File: src/source/decode_macros.svh
/* widths and field positions of the 8-bit instruction encoding
   addresses are 12 bits wide but a two-byte instruction forms only the low 11 */
`ifndef DECODE_MACROS_SVH
`define DECODE_MACROS_SVH

`define DATA_W        8     // instruction and data byte
`define ADDR_W        12    // data and code address
`define REG_PTR_W     2

`define BASE_OP_LSB   5     // bits 7..5
`define BASE_OP_W     3
`define IMM_BIT       4     // ALU immediate flag
`define REG_PTR0_LSB  2
`define REG_PTR1_LSB  0

`define CTRL_OP_LSB   3     // MISC, USR, JMP, CALL
`define CTRL_OP_W     2
`define MISC_OP_W     3

`define LDST_REG_LSB  3
`define ADDR_HI_W     3     // high address bits held in the first byte

`endif

File: src/source/decode_pkg.sv
/* types shared by the decode stage and its testbench */
`default_nettype none
`include "decode_macros.svh"

package decode_pkg;

    typedef enum logic [`BASE_OP_W-1:0] {
        OP_CTRL, OP_ADD, OP_SUB, OP_AND, OP_OR, OP_XOR, OP_LD, OP_ST
    } base_op_t;

    // codes 3 and 7 are not listed and decode as illegal
    typedef enum logic [`MISC_OP_W-1:0] {
        MISC_NOP      = 3'd0,
        MISC_RET      = 3'd1,
        MISC_HALT     = 3'd2,
        MISC_SET_BCZ  = 3'd4,
        MISC_SET_BCNZ = 3'd5,
        MISC_CLR_BC   = 3'd6
    } misc_op_t;

    typedef enum logic [`CTRL_OP_W-1:0] {
        CTRL_MISC, CTRL_USR, CTRL_JMP, CTRL_CALL
    } ctrl_op_t;

    typedef enum logic [3:0] {
        EXEC_NOP, ALU_ADD, ALU_SUB, ALU_AND, ALU_OR, ALU_XOR,
        MEM_RD, MEM_WR, CPU_JMP, CPU_CALL, CPU_RET
    } exec_op_t;

    typedef struct packed {
        exec_op_t               ctrl;
        logic [`REG_PTR_W-1:0]  src0;
        logic                   src0_rd_en;
        logic [`REG_PTR_W-1:0]  src1;
        logic                   src1_rd_en;
        logic [`REG_PTR_W-1:0]  dst;
        logic [`ADDR_W-1:0]     addr;
        logic [`DATA_W-1:0]     imm_val;
        logic                   imm_vld;
    } exec_cmd_t;

    typedef struct packed {
        logic [2:0] reserved;
        logic       trap;
        logic       z;
        logic       nz;
        logic       st_ovf;
        logic       ovf;
    } status_t;

    typedef enum logic [1:0] {
        CR_HOLD, CR_SET_BCZ, CR_SET_BCNZ, CR_CLR
    } cr_cmd_t;

endpackage

`default_nettype wire

File: src/source/opcode_decoder.sv
/* decodes one byte per cycle while decode_en is high into a registered command
   no back-pressure, execute takes every command the cycle it appears
   USR and MISC codes 3 and 7 are illegal and must never be sent */
`default_nettype none
`include "decode_macros.svh"

module opcode_decoder import decode_pkg::*; (
    input  wire                   clk,
    input  wire                   reset_,
    input  wire                   decode_en,
    input  wire [`DATA_W-1:0]     inst,
    input  wire                   branch_taken,
    input  wire                   ret_restore,
    output exec_cmd_t             exec_cmd,
    output logic                  exec_en_raw,
    output logic                  latch_ret_addr,
    output logic [`ADDR_W-1:0]    tgt_addr,
    output cr_cmd_t               cr_cmd,
    output logic                  ret_start,
    output logic                  halt_start,
    output logic                  fetch_req_set,
    output logic                  fetch_req_clr
);

    logic                   imm_mode;       // next byte is an operand byte
    logic [`DATA_W-1:0]     prev_inst;
    logic [`DATA_W-1:0]     curr_inst;
    logic                   imm_mode_next;
    logic                   exec_en_next;
    logic                   illegal;
    logic                   call_op;
    exec_cmd_t              cmd_next;
    exec_op_t               alu_ctrl;
    base_op_t               base_op;
    base_op_t               prev_base;
    ctrl_op_t               ctrl_op;
    misc_op_t               misc_op;
    logic [`REG_PTR_W-1:0]  ptr0;
    logic [`REG_PTR_W-1:0]  ptr1;
    logic [`REG_PTR_W-1:0]  ldst_reg;
    logic [`ADDR_W-1:0]     addr_formed;

    assign curr_inst = ret_restore ? '0 : inst;    // all zero is NOP
    assign base_op   = base_op_t'(curr_inst[`BASE_OP_LSB +: `BASE_OP_W]);
    assign prev_base = base_op_t'(prev_inst[`BASE_OP_LSB +: `BASE_OP_W]);
    assign ctrl_op   = ctrl_op_t'(curr_inst[`CTRL_OP_LSB +: `CTRL_OP_W]);
    assign misc_op   = misc_op_t'(curr_inst[`MISC_OP_W-1:0]);
    assign ptr0      = curr_inst[`REG_PTR0_LSB +: `REG_PTR_W];
    assign ptr1      = curr_inst[`REG_PTR1_LSB +: `REG_PTR_W];
    assign ldst_reg  = curr_inst[`LDST_REG_LSB +: `REG_PTR_W];

    // high bits from the opcode byte, low byte from the operand
    assign addr_formed = {{(`ADDR_W-`ADDR_HI_W-`DATA_W){1'b0}},
                          prev_inst[`ADDR_HI_W-1:0], curr_inst};
    assign tgt_addr       = addr_formed;
    assign latch_ret_addr = call_op;

    always_comb begin
        case (base_op)
            OP_SUB:  alu_ctrl = ALU_SUB;
            OP_AND:  alu_ctrl = ALU_AND;
            OP_OR:   alu_ctrl = ALU_OR;
            OP_XOR:  alu_ctrl = ALU_XOR;
            default: alu_ctrl = ALU_ADD;
        endcase
    end

    always_comb begin
        cmd_next            = exec_cmd;
        cmd_next.src0_rd_en = 1'b0;
        cmd_next.src1_rd_en = 1'b0;
        imm_mode_next       = imm_mode;
        exec_en_next        = 1'b0;
        cr_cmd              = CR_HOLD;
        ret_start           = 1'b0;
        halt_start          = 1'b0;
        fetch_req_set       = 1'b0;
        fetch_req_clr       = 1'b0;
        illegal             = 1'b0;
        call_op             = 1'b0;
        if (decode_en && imm_mode) begin
            imm_mode_next    = 1'b0;
            cmd_next.ctrl    = EXEC_NOP;
            cmd_next.imm_vld = 1'b1;
            case (prev_base)
                OP_CTRL: begin              // only JMP and CALL take a second byte
                    cmd_next.addr = addr_formed;
                    fetch_req_set = 1'b1;
                end
                OP_LD, OP_ST: cmd_next.addr = addr_formed;
                default:      cmd_next.imm_val = curr_inst;
            endcase
        end else if (decode_en) begin
            exec_en_next     = 1'b1;
            imm_mode_next    = 1'b0;
            cmd_next.ctrl    = EXEC_NOP;
            cmd_next.imm_vld = 1'b0;
            case (base_op)
                OP_CTRL: begin
                    case (ctrl_op)
                        CTRL_MISC: begin
                            case (misc_op)
                                MISC_NOP:      cmd_next.ctrl = EXEC_NOP;
                                MISC_RET: begin
                                    cmd_next.ctrl = CPU_RET;
                                    ret_start     = 1'b1;
                                    fetch_req_set = 1'b1;
                                end
                                MISC_HALT: begin
                                    halt_start    = 1'b1;
                                    fetch_req_clr = 1'b1;
                                end
                                MISC_SET_BCZ:  cr_cmd = CR_SET_BCZ;
                                MISC_SET_BCNZ: cr_cmd = CR_SET_BCNZ;
                                MISC_CLR_BC:   cr_cmd = CR_CLR;
                                default:       illegal = 1'b1;
                            endcase
                        end
                        CTRL_JMP: begin
                            imm_mode_next = 1'b1;
                            if (branch_taken) cmd_next.ctrl = CPU_JMP;  // else falls through
                        end
                        CTRL_CALL: begin
                            imm_mode_next = 1'b1;
                            cmd_next.ctrl = CPU_CALL;
                            call_op       = 1'b1;
                        end
                        default: illegal = 1'b1;                  // USR group
                    endcase
                end
                OP_LD: begin
                    imm_mode_next = 1'b1;
                    cmd_next.ctrl = MEM_RD;
                    cmd_next.dst  = ldst_reg;
                end
                OP_ST: begin
                    imm_mode_next       = 1'b1;
                    cmd_next.ctrl       = MEM_WR;
                    cmd_next.src0       = ldst_reg;
                    cmd_next.src0_rd_en = 1'b1;
                end
                default: begin                      // ALU ops
                    imm_mode_next       = curr_inst[`IMM_BIT];
                    cmd_next.ctrl       = alu_ctrl;
                    cmd_next.src0       = ptr0;
                    cmd_next.src0_rd_en = 1'b1;
                    cmd_next.dst        = ptr1;
                    if (!curr_inst[`IMM_BIT]) begin
                        cmd_next.src1       = ptr1;
                        cmd_next.src1_rd_en = 1'b1;
                    end
                end
            endcase
        end
    end

    always_ff @(posedge clk) begin
        if (!reset_) begin
            imm_mode    <= 1'b0;
            prev_inst   <= '0;
            exec_cmd    <= '0;
            exec_en_raw <= 1'b0;
        end else begin
            imm_mode    <= imm_mode_next;
            exec_cmd    <= cmd_next;
            exec_en_raw <= exec_en_next;
            if (decode_en) prev_inst <= curr_inst;  // keeps the opcode across idle gaps
        end
    end

    // program image must not contain USR or reserved MISC codes
    a_no_illegal: assert property (@(posedge clk) disable iff (!reset_) !illegal);

endmodule

`default_nettype wire

File: src/source/control_register.sv
/* branch mode bits and the jump condition
   with no mode bit set every jump is taken */
`default_nettype none

module control_register import decode_pkg::*; (
    input  wire       clk,
    input  wire       reset_,
    input  cr_cmd_t   cr_cmd,
    input  status_t   sr,
    output logic      branch_taken
);

    logic bcz;      // branch when zero
    logic bcnz;     // branch when nonzero

    always_ff @(posedge clk) begin
        if (!reset_) begin
            bcz  <= 1'b0;
            bcnz <= 1'b0;
        end else begin
            case (cr_cmd)
                CR_SET_BCZ: begin
                    bcz  <= 1'b1;
                    bcnz <= 1'b0;
                end
                CR_SET_BCNZ: begin
                    bcz  <= 1'b0;
                    bcnz <= 1'b1;
                end
                CR_CLR: begin
                    bcz  <= 1'b0;
                    bcnz <= 1'b0;
                end
                default: ;          // hold
            endcase
        end
    end

    assign branch_taken = !(bcz || bcnz)
                       || (bcnz && sr.nz)
                       || (bcz && sr.z);

    // the two modes are exclusive
    a_mode_onehot: assert property (@(posedge clk) disable iff (!reset_) !(bcz && bcnz));

endmodule

`default_nettype wire

File: src/source/flow_control.sv
/* halt is sticky until reset
   a return holds fetch off for two cycles while its address is restored */
`default_nettype none

module flow_control (
    input  wire   clk,
    input  wire   reset_,
    input  wire   ret_start,
    input  wire   halt_start,
    input  wire   fetch_req_set,
    input  wire   fetch_req_clr,
    input  wire   exec_en_raw,
    output logic  fetch_en,
    output logic  exec_en,
    output logic  ret_restore
);

    logic halted;
    logic fetch_req;
    logic ret_q1;       // first restore cycle
    logic ret_q2;       // second restore cycle

    always_ff @(posedge clk) begin
        if (!reset_) begin
            halted    <= 1'b0;
            fetch_req <= 1'b1;      // fetch runs out of reset
            ret_q1    <= 1'b0;
            ret_q2    <= 1'b0;
        end else begin
            halted <= halted || halt_start;
            ret_q1 <= ret_start;
            ret_q2 <= ret_q1;
            if (fetch_req_clr) begin
                fetch_req <= 1'b0;
            end else if (fetch_req_set) begin
                fetch_req <= 1'b1;
            end
        end
    end

    assign ret_restore = ret_q1 || ret_q2;
    assign fetch_en    = fetch_req && !halted && !ret_restore;
    assign exec_en     = exec_en_raw && !halted;

    // fetch stays off once halted
    a_halt_no_fetch: assert property (@(posedge clk) disable iff (!reset_)
        halted |-> !fetch_en);

endmodule

`default_nettype wire

File: src/source/decode_top.sv
/* decode stage top, bytes accepted every cycle decode_en is high
   tgt_addr is only meaningful while a second byte is presented */
`default_nettype none
`include "decode_macros.svh"

module decode_top import decode_pkg::*; (
    input  wire                  clk,
    input  wire                  reset_,
    input  wire                  decode_en,
    input  wire [`DATA_W-1:0]    inst,
    input  status_t              sr,
    output exec_cmd_t            exec_cmd,
    output logic                 exec_en,
    output logic                 fetch_en,
    output logic                 latch_ret_addr,
    output logic [`ADDR_W-1:0]   tgt_addr
);

    cr_cmd_t cr_cmd;
    logic    branch_taken;
    logic    ret_restore;
    logic    ret_start;
    logic    halt_start;
    logic    fetch_req_set;
    logic    fetch_req_clr;
    logic    exec_en_raw;       // before the halt mask

    opcode_decoder i_opcode_decoder (
        .clk            (clk),
        .reset_         (reset_),
        .decode_en      (decode_en),
        .inst           (inst),
        .branch_taken   (branch_taken),
        .ret_restore    (ret_restore),
        .exec_cmd       (exec_cmd),
        .exec_en_raw    (exec_en_raw),
        .latch_ret_addr (latch_ret_addr),
        .tgt_addr       (tgt_addr),
        .cr_cmd         (cr_cmd),
        .ret_start      (ret_start),
        .halt_start     (halt_start),
        .fetch_req_set  (fetch_req_set),
        .fetch_req_clr  (fetch_req_clr)
    );

    control_register i_control_register (
        .clk          (clk),
        .reset_       (reset_),
        .cr_cmd       (cr_cmd),
        .sr           (sr),
        .branch_taken (branch_taken)
    );

    flow_control i_flow_control (
        .clk           (clk),
        .reset_        (reset_),
        .ret_start     (ret_start),
        .halt_start    (halt_start),
        .fetch_req_set (fetch_req_set),
        .fetch_req_clr (fetch_req_clr),
        .exec_en_raw   (exec_en_raw),
        .fetch_en      (fetch_en),
        .exec_en       (exec_en),
        .ret_restore   (ret_restore)
    );

endmodule

`default_nettype wire

File: config.mk
export PLATFORM = sky130hd
export DESIGN_NAME = decode_top
export DESIGN_NICKNAME = d
export VERILOG_FILES = /design/src/source/decode_pkg.sv /design/src/source/opcode_decoder.sv /design/src/source/control_register.sv /design/src/source/flow_control.sv /design/src/source/decode_top.sv
export VERILOG_INCLUDE_DIRS = /design/src /design/src/source
export SDC_FILE = /design/constraint.sdc
export NUM_CORES = 1
export LEC_CHECK = 0
export BUFFER_PORTS_ARGS = -buffer_cell sky130_fd_sc_hd__buf_2
export CELL_PAD_IN_SITES_DETAIL_PLACEMENT = 1
export CELL_PAD_IN_SITES_GLOBAL_PLACEMENT = 1
export CORE_ASPECT_RATIO = 1.75
export CORE_MARGIN = 4
export CORE_UTILIZATION = 41
export DETAILED_ROUTE_END_ITERATION = 16
export MAX_ROUTING_LAYER = met4
export PLACE_DENSITY = 0.93
export SETUP_SLACK_MARGIN = 0.05
export SYNTH_ARGS = -nofsm -noshare
export SYNTH_HDL_FRONTEND = slang
export SYNTH_HIERARCHICAL = 1
export SYNTH_SLANG_ARGS = --single-unit
File: constraint.sdc
create_clock -name clk -period 4.3 [get_ports clk]
set_input_delay 0.215 -clock clk [delete_from_list [all_inputs] [get_ports clk]]
set_output_delay 0.215 -clock clk [all_outputs]
set_load 0.005 [all_outputs]
==> results of run 1 <==
cells in the mapped netlist, types with 2 or more instances:
cell,n
a21boi_0,3
mux2i_1,27
and2_1,3
buf_2,3
clkbuf_1,4
o21ai_0,8
o211ai_1,2
o21a_1,2
nor3_1,3
nand2_1,11
nor3b_1,4
buf_4,9
a21oi_1,4
dfxtp_1,46
o211a_1,2
a22oi_1,3
ha_1,2
nand3_1,3
inv_1,4
nand2b_1,6
and2b_1,2
nor2_1,12
nor2b_1,32
cells by family (layout without fill, tap and decap cells):
kind of cell    count (synthesis)  in the layout
simple gates                   90             90
flops                          46             46
compound gates                 33             33
mux                            27             27
buf+inv                        23             70
fa+ha+maj                       2              2
xor+xnor                        2              2
other cells                     1              2
power by group:
group	internal (mW)	switching (mW)	total [mW]	leakage (nW)
sequential	0.442	0.00895	0.451	0.375
clock	0.130	0.145	0.275	0.0482
combinational	0.0502	0.0661	0.116	0.723
metal layers:
layer	wire, um	GRT usage, %	vias up
li1	-	-	853
met1	2132	17.97	843
met2	3113	32.96	50
met3	212	3.333	8
met4	91	6.491	0
met5	0	-	-
stage by stage:
| step | util [%] | instance area [um2] | worst slack (ps) |
|---|---|---|---|
| 2_1_floorplan | - | 2198 | 2185 |
| 3_3_place_gp | 46.65 | 2431 | 2123 |
| 3_5_place_dp | 46.65 | 2431 | 2014 |
| 4_1_cts | 48.40 | 2522 | 1946 |
| 5_1_grt | 48.40 | 2522 | 1857 |
| 6_report | 48.40 | 2522 | 1941 |
sequential cells by signal, indices dropped and copies added, names as in the netlist:
name	flops
i_opcode_decoder/exec_cmd	32
i_opcode_decoder/prev_inst	6
i_control_register/bcnz	1
i_control_register/bcz	1
i_flow_control/fetch_req	1
i_flow_control/halted	1
i_flow_control/ret_q1	1
i_flow_control/ret_q2	1
i_opcode_decoder/exec_en_raw	1
i_opcode_decoder/imm_mode	1
layout by cell type, fill, tap and decap left out, drive strengths merged, types with 2 or more instances in the layout:
cell type | netlist | final
a21boi | 3 | 3
a21oi | 5 | 5
a22oi | 3 | 3
a311oi | 2 | 2
and2 | 3 | 3
and2b | 2 | 2
buf | 14 | 58
clkbuf | 5 | 7
conb | 1 | 2
dfxtp | 46 | 46
ha | 2 | 2
inv | 4 | 4
mux2i | 27 | 27
nand2 | 11 | 11
nand2b | 6 | 6
nand3 | 4 | 4
nand4 | 2 | 2
nor2 | 12 | 12
nor2b | 33 | 33
nor3 | 4 | 4
nor3b | 5 | 5
nor4 | 2 | 2
o211a | 2 | 2
o211ai | 2 | 2
o21a | 2 | 2
o21ai | 9 | 9
worst min-delay path by stage:
| stage | start | to | slack (ps) |
|---|---|---|---|
| after global placement | i_flow_control/ret_q1$_SDFF_PN0_ | i_flow_control/ret_q2$_SDFF_PN0_ | 440 |
| after detailed placement | inst[4] | i_opcode_decoder/exec_cmd[23]$_SDFF_PP0_ | 450 |
| after CTS | inst[4] | i_opcode_decoder/exec_cmd[23]$_SDFF_PP0_ | 130 |
| after global routing | inst[4] | i_opcode_decoder/exec_cmd[23]$_SDFF_PP0_ | 150 |
| after floorplan | inst[4] | i_opcode_decoder/exec_cmd[23]$_SDFF_PP0_ | 290 |
| final | inst[4] | i_opcode_decoder/exec_cmd[23]$_SDFF_PP0_ | 130 |
layout make-up:
type / instances / area (um2)
clock buffers: 7 / 86.33
inverters: 4 / 15.01
well taps: 55 / 68.82
repair buffers: 58 / 290.3
multi-input cells: 156 / 1136
fillers: 614 / 2689
clock inverters: 1 / 5.005
flip-flops and latches: 46 / 920.9
==> flow_metrics.env, run 1 <==
export IMPL_maxSlewViolCount=0
export IMPL_min_path_cells=2
export IMPL_antennaDiodeCount=0
export IMPL_die_width_um=63.31
export IMPL_core_mm2=0.005211
export IMPL_nets=292
export IMPL_endpoint_kind="flip-flop"
export IMPL_start_util_pct=42.11
export IMPL_grt_max_degree=44
export IMPL_synth_top_area_share_pct=41.96
export IMPL_drive_gt1_share_pct=27.94
export IMPL_rsz0062_at_grt="no"
export IMPL_critPathTopFamily="simple AND/OR/NAND/NOR gates"
export IMPL_synth_top_family_by_area="simple AND/OR/NAND/NOR gates"
export IMPL_insertion_delay_ps=300
export IMPL_ys_ff_latch=46
export IMPL_synthXorXnorAreaFrac_pct=0.7982
export IMPL_grt_total_usage_pct=17.69
export IMPL_synthDistinctLibCells=52
export IMPL_path_clk_slew_ps=90
export IMPL_async_reset_ff_share_pct=0
export IMPL_synth_avg_cell_area_um2=9.797
export IMPL_cts_buffers_inserted=5
export IMPL_synthAdderAreaFrac_pct=1.140
export IMPL_cp_data_arrival_time_ps=2570
export IMPL_io_pins=67
export IMPL_skew_ps=6.783
export IMPL_final_cells=327
export IMPL_first_global_vias=1784
export IMPL_crit_cells=7
export IMPL_muxShareOfSynthArea_pct=12.31
export IMPL_cts_tree="built"
export IMPL_hold_slack_ps=131.7
export IMPL_outcome="finished, final reports clean"
export IMPL_hp_class="primary input to flip-flop"
export IMPL_ant_nets=0
export IMPL_grt_pass1_wl_um=8997
export IMPL_postCtsSetupRepairBufs=0
export IMPL_wl_per_cell_um=16.97
export IMPL_synth_top_area_cell="dfxtp_1"
export IMPL_yosysWarnings=6
export IMPL_slew_headroom_pct=47.81
export IMPL_dp_hpwl_um=4163
export IMPL_period_share_pct=54.85
export IMPL_cts_root_buffer="clkbuf_8"
export IMPL_powerDensity_mw_per_mm2=334.0
export IMPL_cap_violations=0
export IMPL_synth_edf_count=0
export IMPL_synth_compound_area_share_pct=10.89
export IMPL_viasPerCell=5.364
export IMPL_io_buffers=58
export IMPL_crit_start="i_flow_control/ret_q2$_SDFF_PN0_"
export IMPL_critical_path_class="flip-flop to flip-flop"
export IMPL_irDropWorstVdd_mv=0.2182
export IMPL_synthCells=224
export IMPL_ys_flop_type="dfxtp_1"
export IMPL_synthTopCellsByArea="dfxtp_1 (42%), mux2i_1 (12%), nor2b_1 (9.1%), buf_4 (3.1%), nor2_1 (2.1%)"
export IMPL_r2r_end="i_opcode_decoder/exec_cmd[29]$_SDFFE_PP0P_"
export IMPL_final_hold_viol_count=0
export IMPL_period_needed_ps=2359
export IMPL_grt_overflow=0
export IMPL_reg2reg_slack_ps=1940
export IMPL_critical_path_slowest_cell="nor2b_1"
export IMPL_syn_area_mm2=0.002195
export IMPL_dieArea_mm2=0.006633
export IMPL_drt_iter0_drc=35
export IMPL_rows=35
export IMPL_cts_htree_levels=2
export IMPL_setup_tns_ps=0
export IMPL_startpoint_type="flip-flop"
export IMPL_cts_sinks=46
export IMPL_worst_pin_slew_ps=781.3
export IMPL_routed_via_count=1754
export IMPL_finalSetupViolCount=0
export IMPL_fmax_ghz=0.4240
export IMPL_cp_max_fo=15
export IMPL_die_h_um=104.8
export IMPL_regToRegStartpoint="i_flow_control/ret_q2$_SDFF_PN0_"
export IMPL_slowest_delay_ps=440
export IMPL_path_cells="or2_4, nor2b_1, inv_1, ha_1, a211oi_1, o41a_1, a311oi_1"
export IMPL_total_leakage_power_nw=1.146
export IMPL_antenna_found_initial=0
export IMPL_wl_um=5550
export IMPL_dp_cells=319
export IMPL_ys_seq_area_share_pct=41.96
export IMPL_cp_num_buf_inv=1
export IMPL_power_mw=0.8425
export IMPL_area_growth_syn_to_layout_pct=14.94
export IMPL_drc=0
export IMPL_worst_ep_required_time_ps=4510
export IMPL_ctsLongestPathBuffers=2
export IMPL_gp_routability_congestion=0.7430
export IMPL_yosys_area_share_simple_pct=26.28
export IMPL_reg2reg_depth=7
export IMPL_cts_resized=0
export IMPL_postCtsHoldBufs=0
export IMPL_setup_worst_path_end="i_opcode_decoder/exec_cmd[29]$_SDFFE_PP0P_"
export IMPL_first_pass_iters=4
No activity file was read; power rests on OpenSTA's default activity.
==> run 2, diff against run 1 <==
CORE_UTILIZATION = 34   (was 41)
PLACE_DENSITY = 0.84   (was 0.93)
clock period = 2 ns   (was 4.3 ns; I/O delays follow)
==> flow_metrics.env, run 2 (same netlist as run 1, synthesis figures left out) <==
export IMPL_gp_routability_congestion=0.8384
export IMPL_grt_total_usage_pct=15.83
export IMPL_final_hold_viol_count=0
export IMPL_die_h_um=114.3
export IMPL_grt_pass1_wl_um=9121
export IMPL_path_cells="or2_4, and2b_2, ha_1, a211oi_1, o41a_1, a311oi_1"
export IMPL_cts_sinks=46
export IMPL_first_pass_iters=4
export IMPL_startpoint_type="flip-flop"
export IMPL_skew_ps=8.245
export IMPL_io_pins=67
export IMPL_viasPerCell=4.928
export IMPL_largest_register_ffs=32
export IMPL_dp_cells=354
export IMPL_final_cell_mix="buf_2 (58), dfxtp_1 (46), nor2b_1 (30), mux2i_1 (27), nor2_1 (12)"
export IMPL_outcome="finished, final reports clean"
export IMPL_powerDensity_mw_per_mm2=726.2
export IMPL_worst_ep_required_time_ps=2220
export IMPL_io_buffers=58
export IMPL_drive_gt1_share_pct=32.27
export IMPL_final_common_cell="buf_2"
export IMPL_nFillCells=751
export IMPL_rows=38
export IMPL_die_width_um=68.73
export IMPL_cts_htree_levels=2
export IMPL_wl_um=5700
export IMPL_antenna_found_initial=0
export IMPL_postCtsSetupRepairBufs=0
export IMPL_first_global_vias=1804
export IMPL_slowest_delay_ps=380
export IMPL_postCtsHoldBufs=0
export IMPL_ctsLongestPathBuffers=2
export IMPL_period_share_pct=92.43
export IMPL_cts_tree="built"
export IMPL_critPathTopFamily="compound AO/OA/AOI/OAI gates"
export IMPL_final_cells=362
export IMPL_cap_violations=0
export IMPL_globalRouteMet3Util_pct=2.947
export IMPL_fmax_ghz=0.5409
export IMPL_min_from="inst[4]"
export IMPL_antennaDiodeCount=0
export IMPL_cts_resized=1
export IMPL_nets=302
export IMPL_irDropWorstVdd_mv=0.5588
export IMPL_hp_class="primary input to flip-flop"
export IMPL_drc=0
export IMPL_grt_max_degree=33
export IMPL_wl_per_cell_um=15.75
export IMPL_finalSetupViolCount=0
export IMPL_met1_usage_pct=17.95
export IMPL_crit_start="i_flow_control/ret_q1$_SDFF_PN0_"
export IMPL_cts_buffers_inserted=5
export IMPL_dieArea_mm2=0.007854
export IMPL_cp_num_buf_inv=0
export IMPL_ant_nets=0
export IMPL_path_clk_slew_ps=90
export IMPL_routed_via_count=1784
export IMPL_grt_overflow=0
export IMPL_area_growth_syn_to_layout_pct=21.72
export IMPL_period_needed_ps=1849
export IMPL_met2_usage_pct=27.12
export IMPL_core_mm2=0.006228
export IMPL_cp_max_fo=6
export IMPL_dp_hpwl_um=4339
export IMPL_reg2reg_slack_ps=150
export IMPL_total_leakage_power_nw=1.220
export IMPL_drt_iter0_drc=72
export IMPL_start_util_pct=35.24
export IMPL_top_regs="i_opcode_decoder/exec_cmd: 32 flops, i_opcode_decoder/prev_inst: 6 flops"
export IMPL_placed_area_mm2=0.002545
export IMPL_fin_area_mm2=0.002671
export IMPL_maxSlewViolCount=0
export IMPL_critical_path_class="flip-flop to flip-flop"
export IMPL_insertion_delay_ps=300
export IMPL_endpoint_kind="flip-flop"
export IMPL_cts_root_buffer="clkbuf_8"
export IMPL_cp_data_arrival_time_ps=2060
export IMPL_critical_path_slowest_cell="o41a_1"
export IMPL_rsz0062_at_grt="no"
export IMPL_top_register="i_opcode_decoder/exec_cmd"
export IMPL_setup_tns_ps=0
export IMPL_regToRegStartpoint="i_flow_control/ret_q1$_SDFF_PN0_"
export IMPL_final_util_pct=42.89
export IMPL_top_usage_layer="met2"
run 2: changes by cell type in the layout (fill, tap and decap cells not counted):
| cell | delta |
|---|---|
| nor2b_1 | -2 |
| nor2b_4 | +2 |
| bufinv_16 | +1 |
| inv_6 | +1 |
| and2b_1 | -1 |
| nor3b_2 | +1 |
| and2b_2 | +1 |
| clkbuf_8 | -1 |
| clkbuf_1 | -1 |
| nor3b_1 | -1 |
| buf_4 | +10 |
run 2: per-stage QoR:
stage	hold slack, ps	setup slack, ps	power, mW
global route	35.88	52.84	2.034
detailed placement	340.0	119.0	1.258
CTS	11.56	97.69	1.957
finish	28.13	151.3	1.940
global placement	345.6	213.4	1.249
floorplan	175.6	58.28	1.163
run 2: layout make-up:
class / count / area (um2) / area share, %
Multi-Input combinational cell: 156 / 1157 / 43.33
Sequential cell: 46 / 920.9 / 34.47
Timing Repair Buffer: 68 / 365.4 / 13.68
Tap cell: 80 / 100.1 / 3.747
Clock buffer: 5 / 68.82 / 2.576
Clock inverter: 3 / 43.79 / 1.639
Inverter: 4 / 15.01 / 0.5621
run 2: where the power goes:
group | switching [mW] | internal [mW] | leakage, nW | total [mW]
Combinational | 0.145 | 0.122 | 0.787 | 0.267
Sequential | 0.0197 | 0.950 | 0.375 | 0.970
Clock | 0.328 | 0.375 | 0.0585 | 0.703
run 2: final timing paths:
kind / end / cells after the start
hold / removal: i_opcode_decoder/exec_cmd[23]$_SDFF_PP0_ / 2
setup / recovery: i_opcode_decoder/exec_cmd[29]$_SDFFE_PP0P_ / 6
hold reg to reg: i_opcode_decoder/exec_cmd[31]$_SDFFE_PP0P_ / 2
setup reg to reg: i_opcode_decoder/exec_cmd[29]$_SDFFE_PP0P_ / 6
run 2: layer usage:
metal / share of wire [%] / vias to the layer above / routed length (um)
li1: - / 873 / -
met5: 0 / - / 0
met1: 40 / 865 / 2299
met3: 4.1 / 6 / 233
met2: 54 / 40 / 3069
met4: 1.7 / 0 / 98
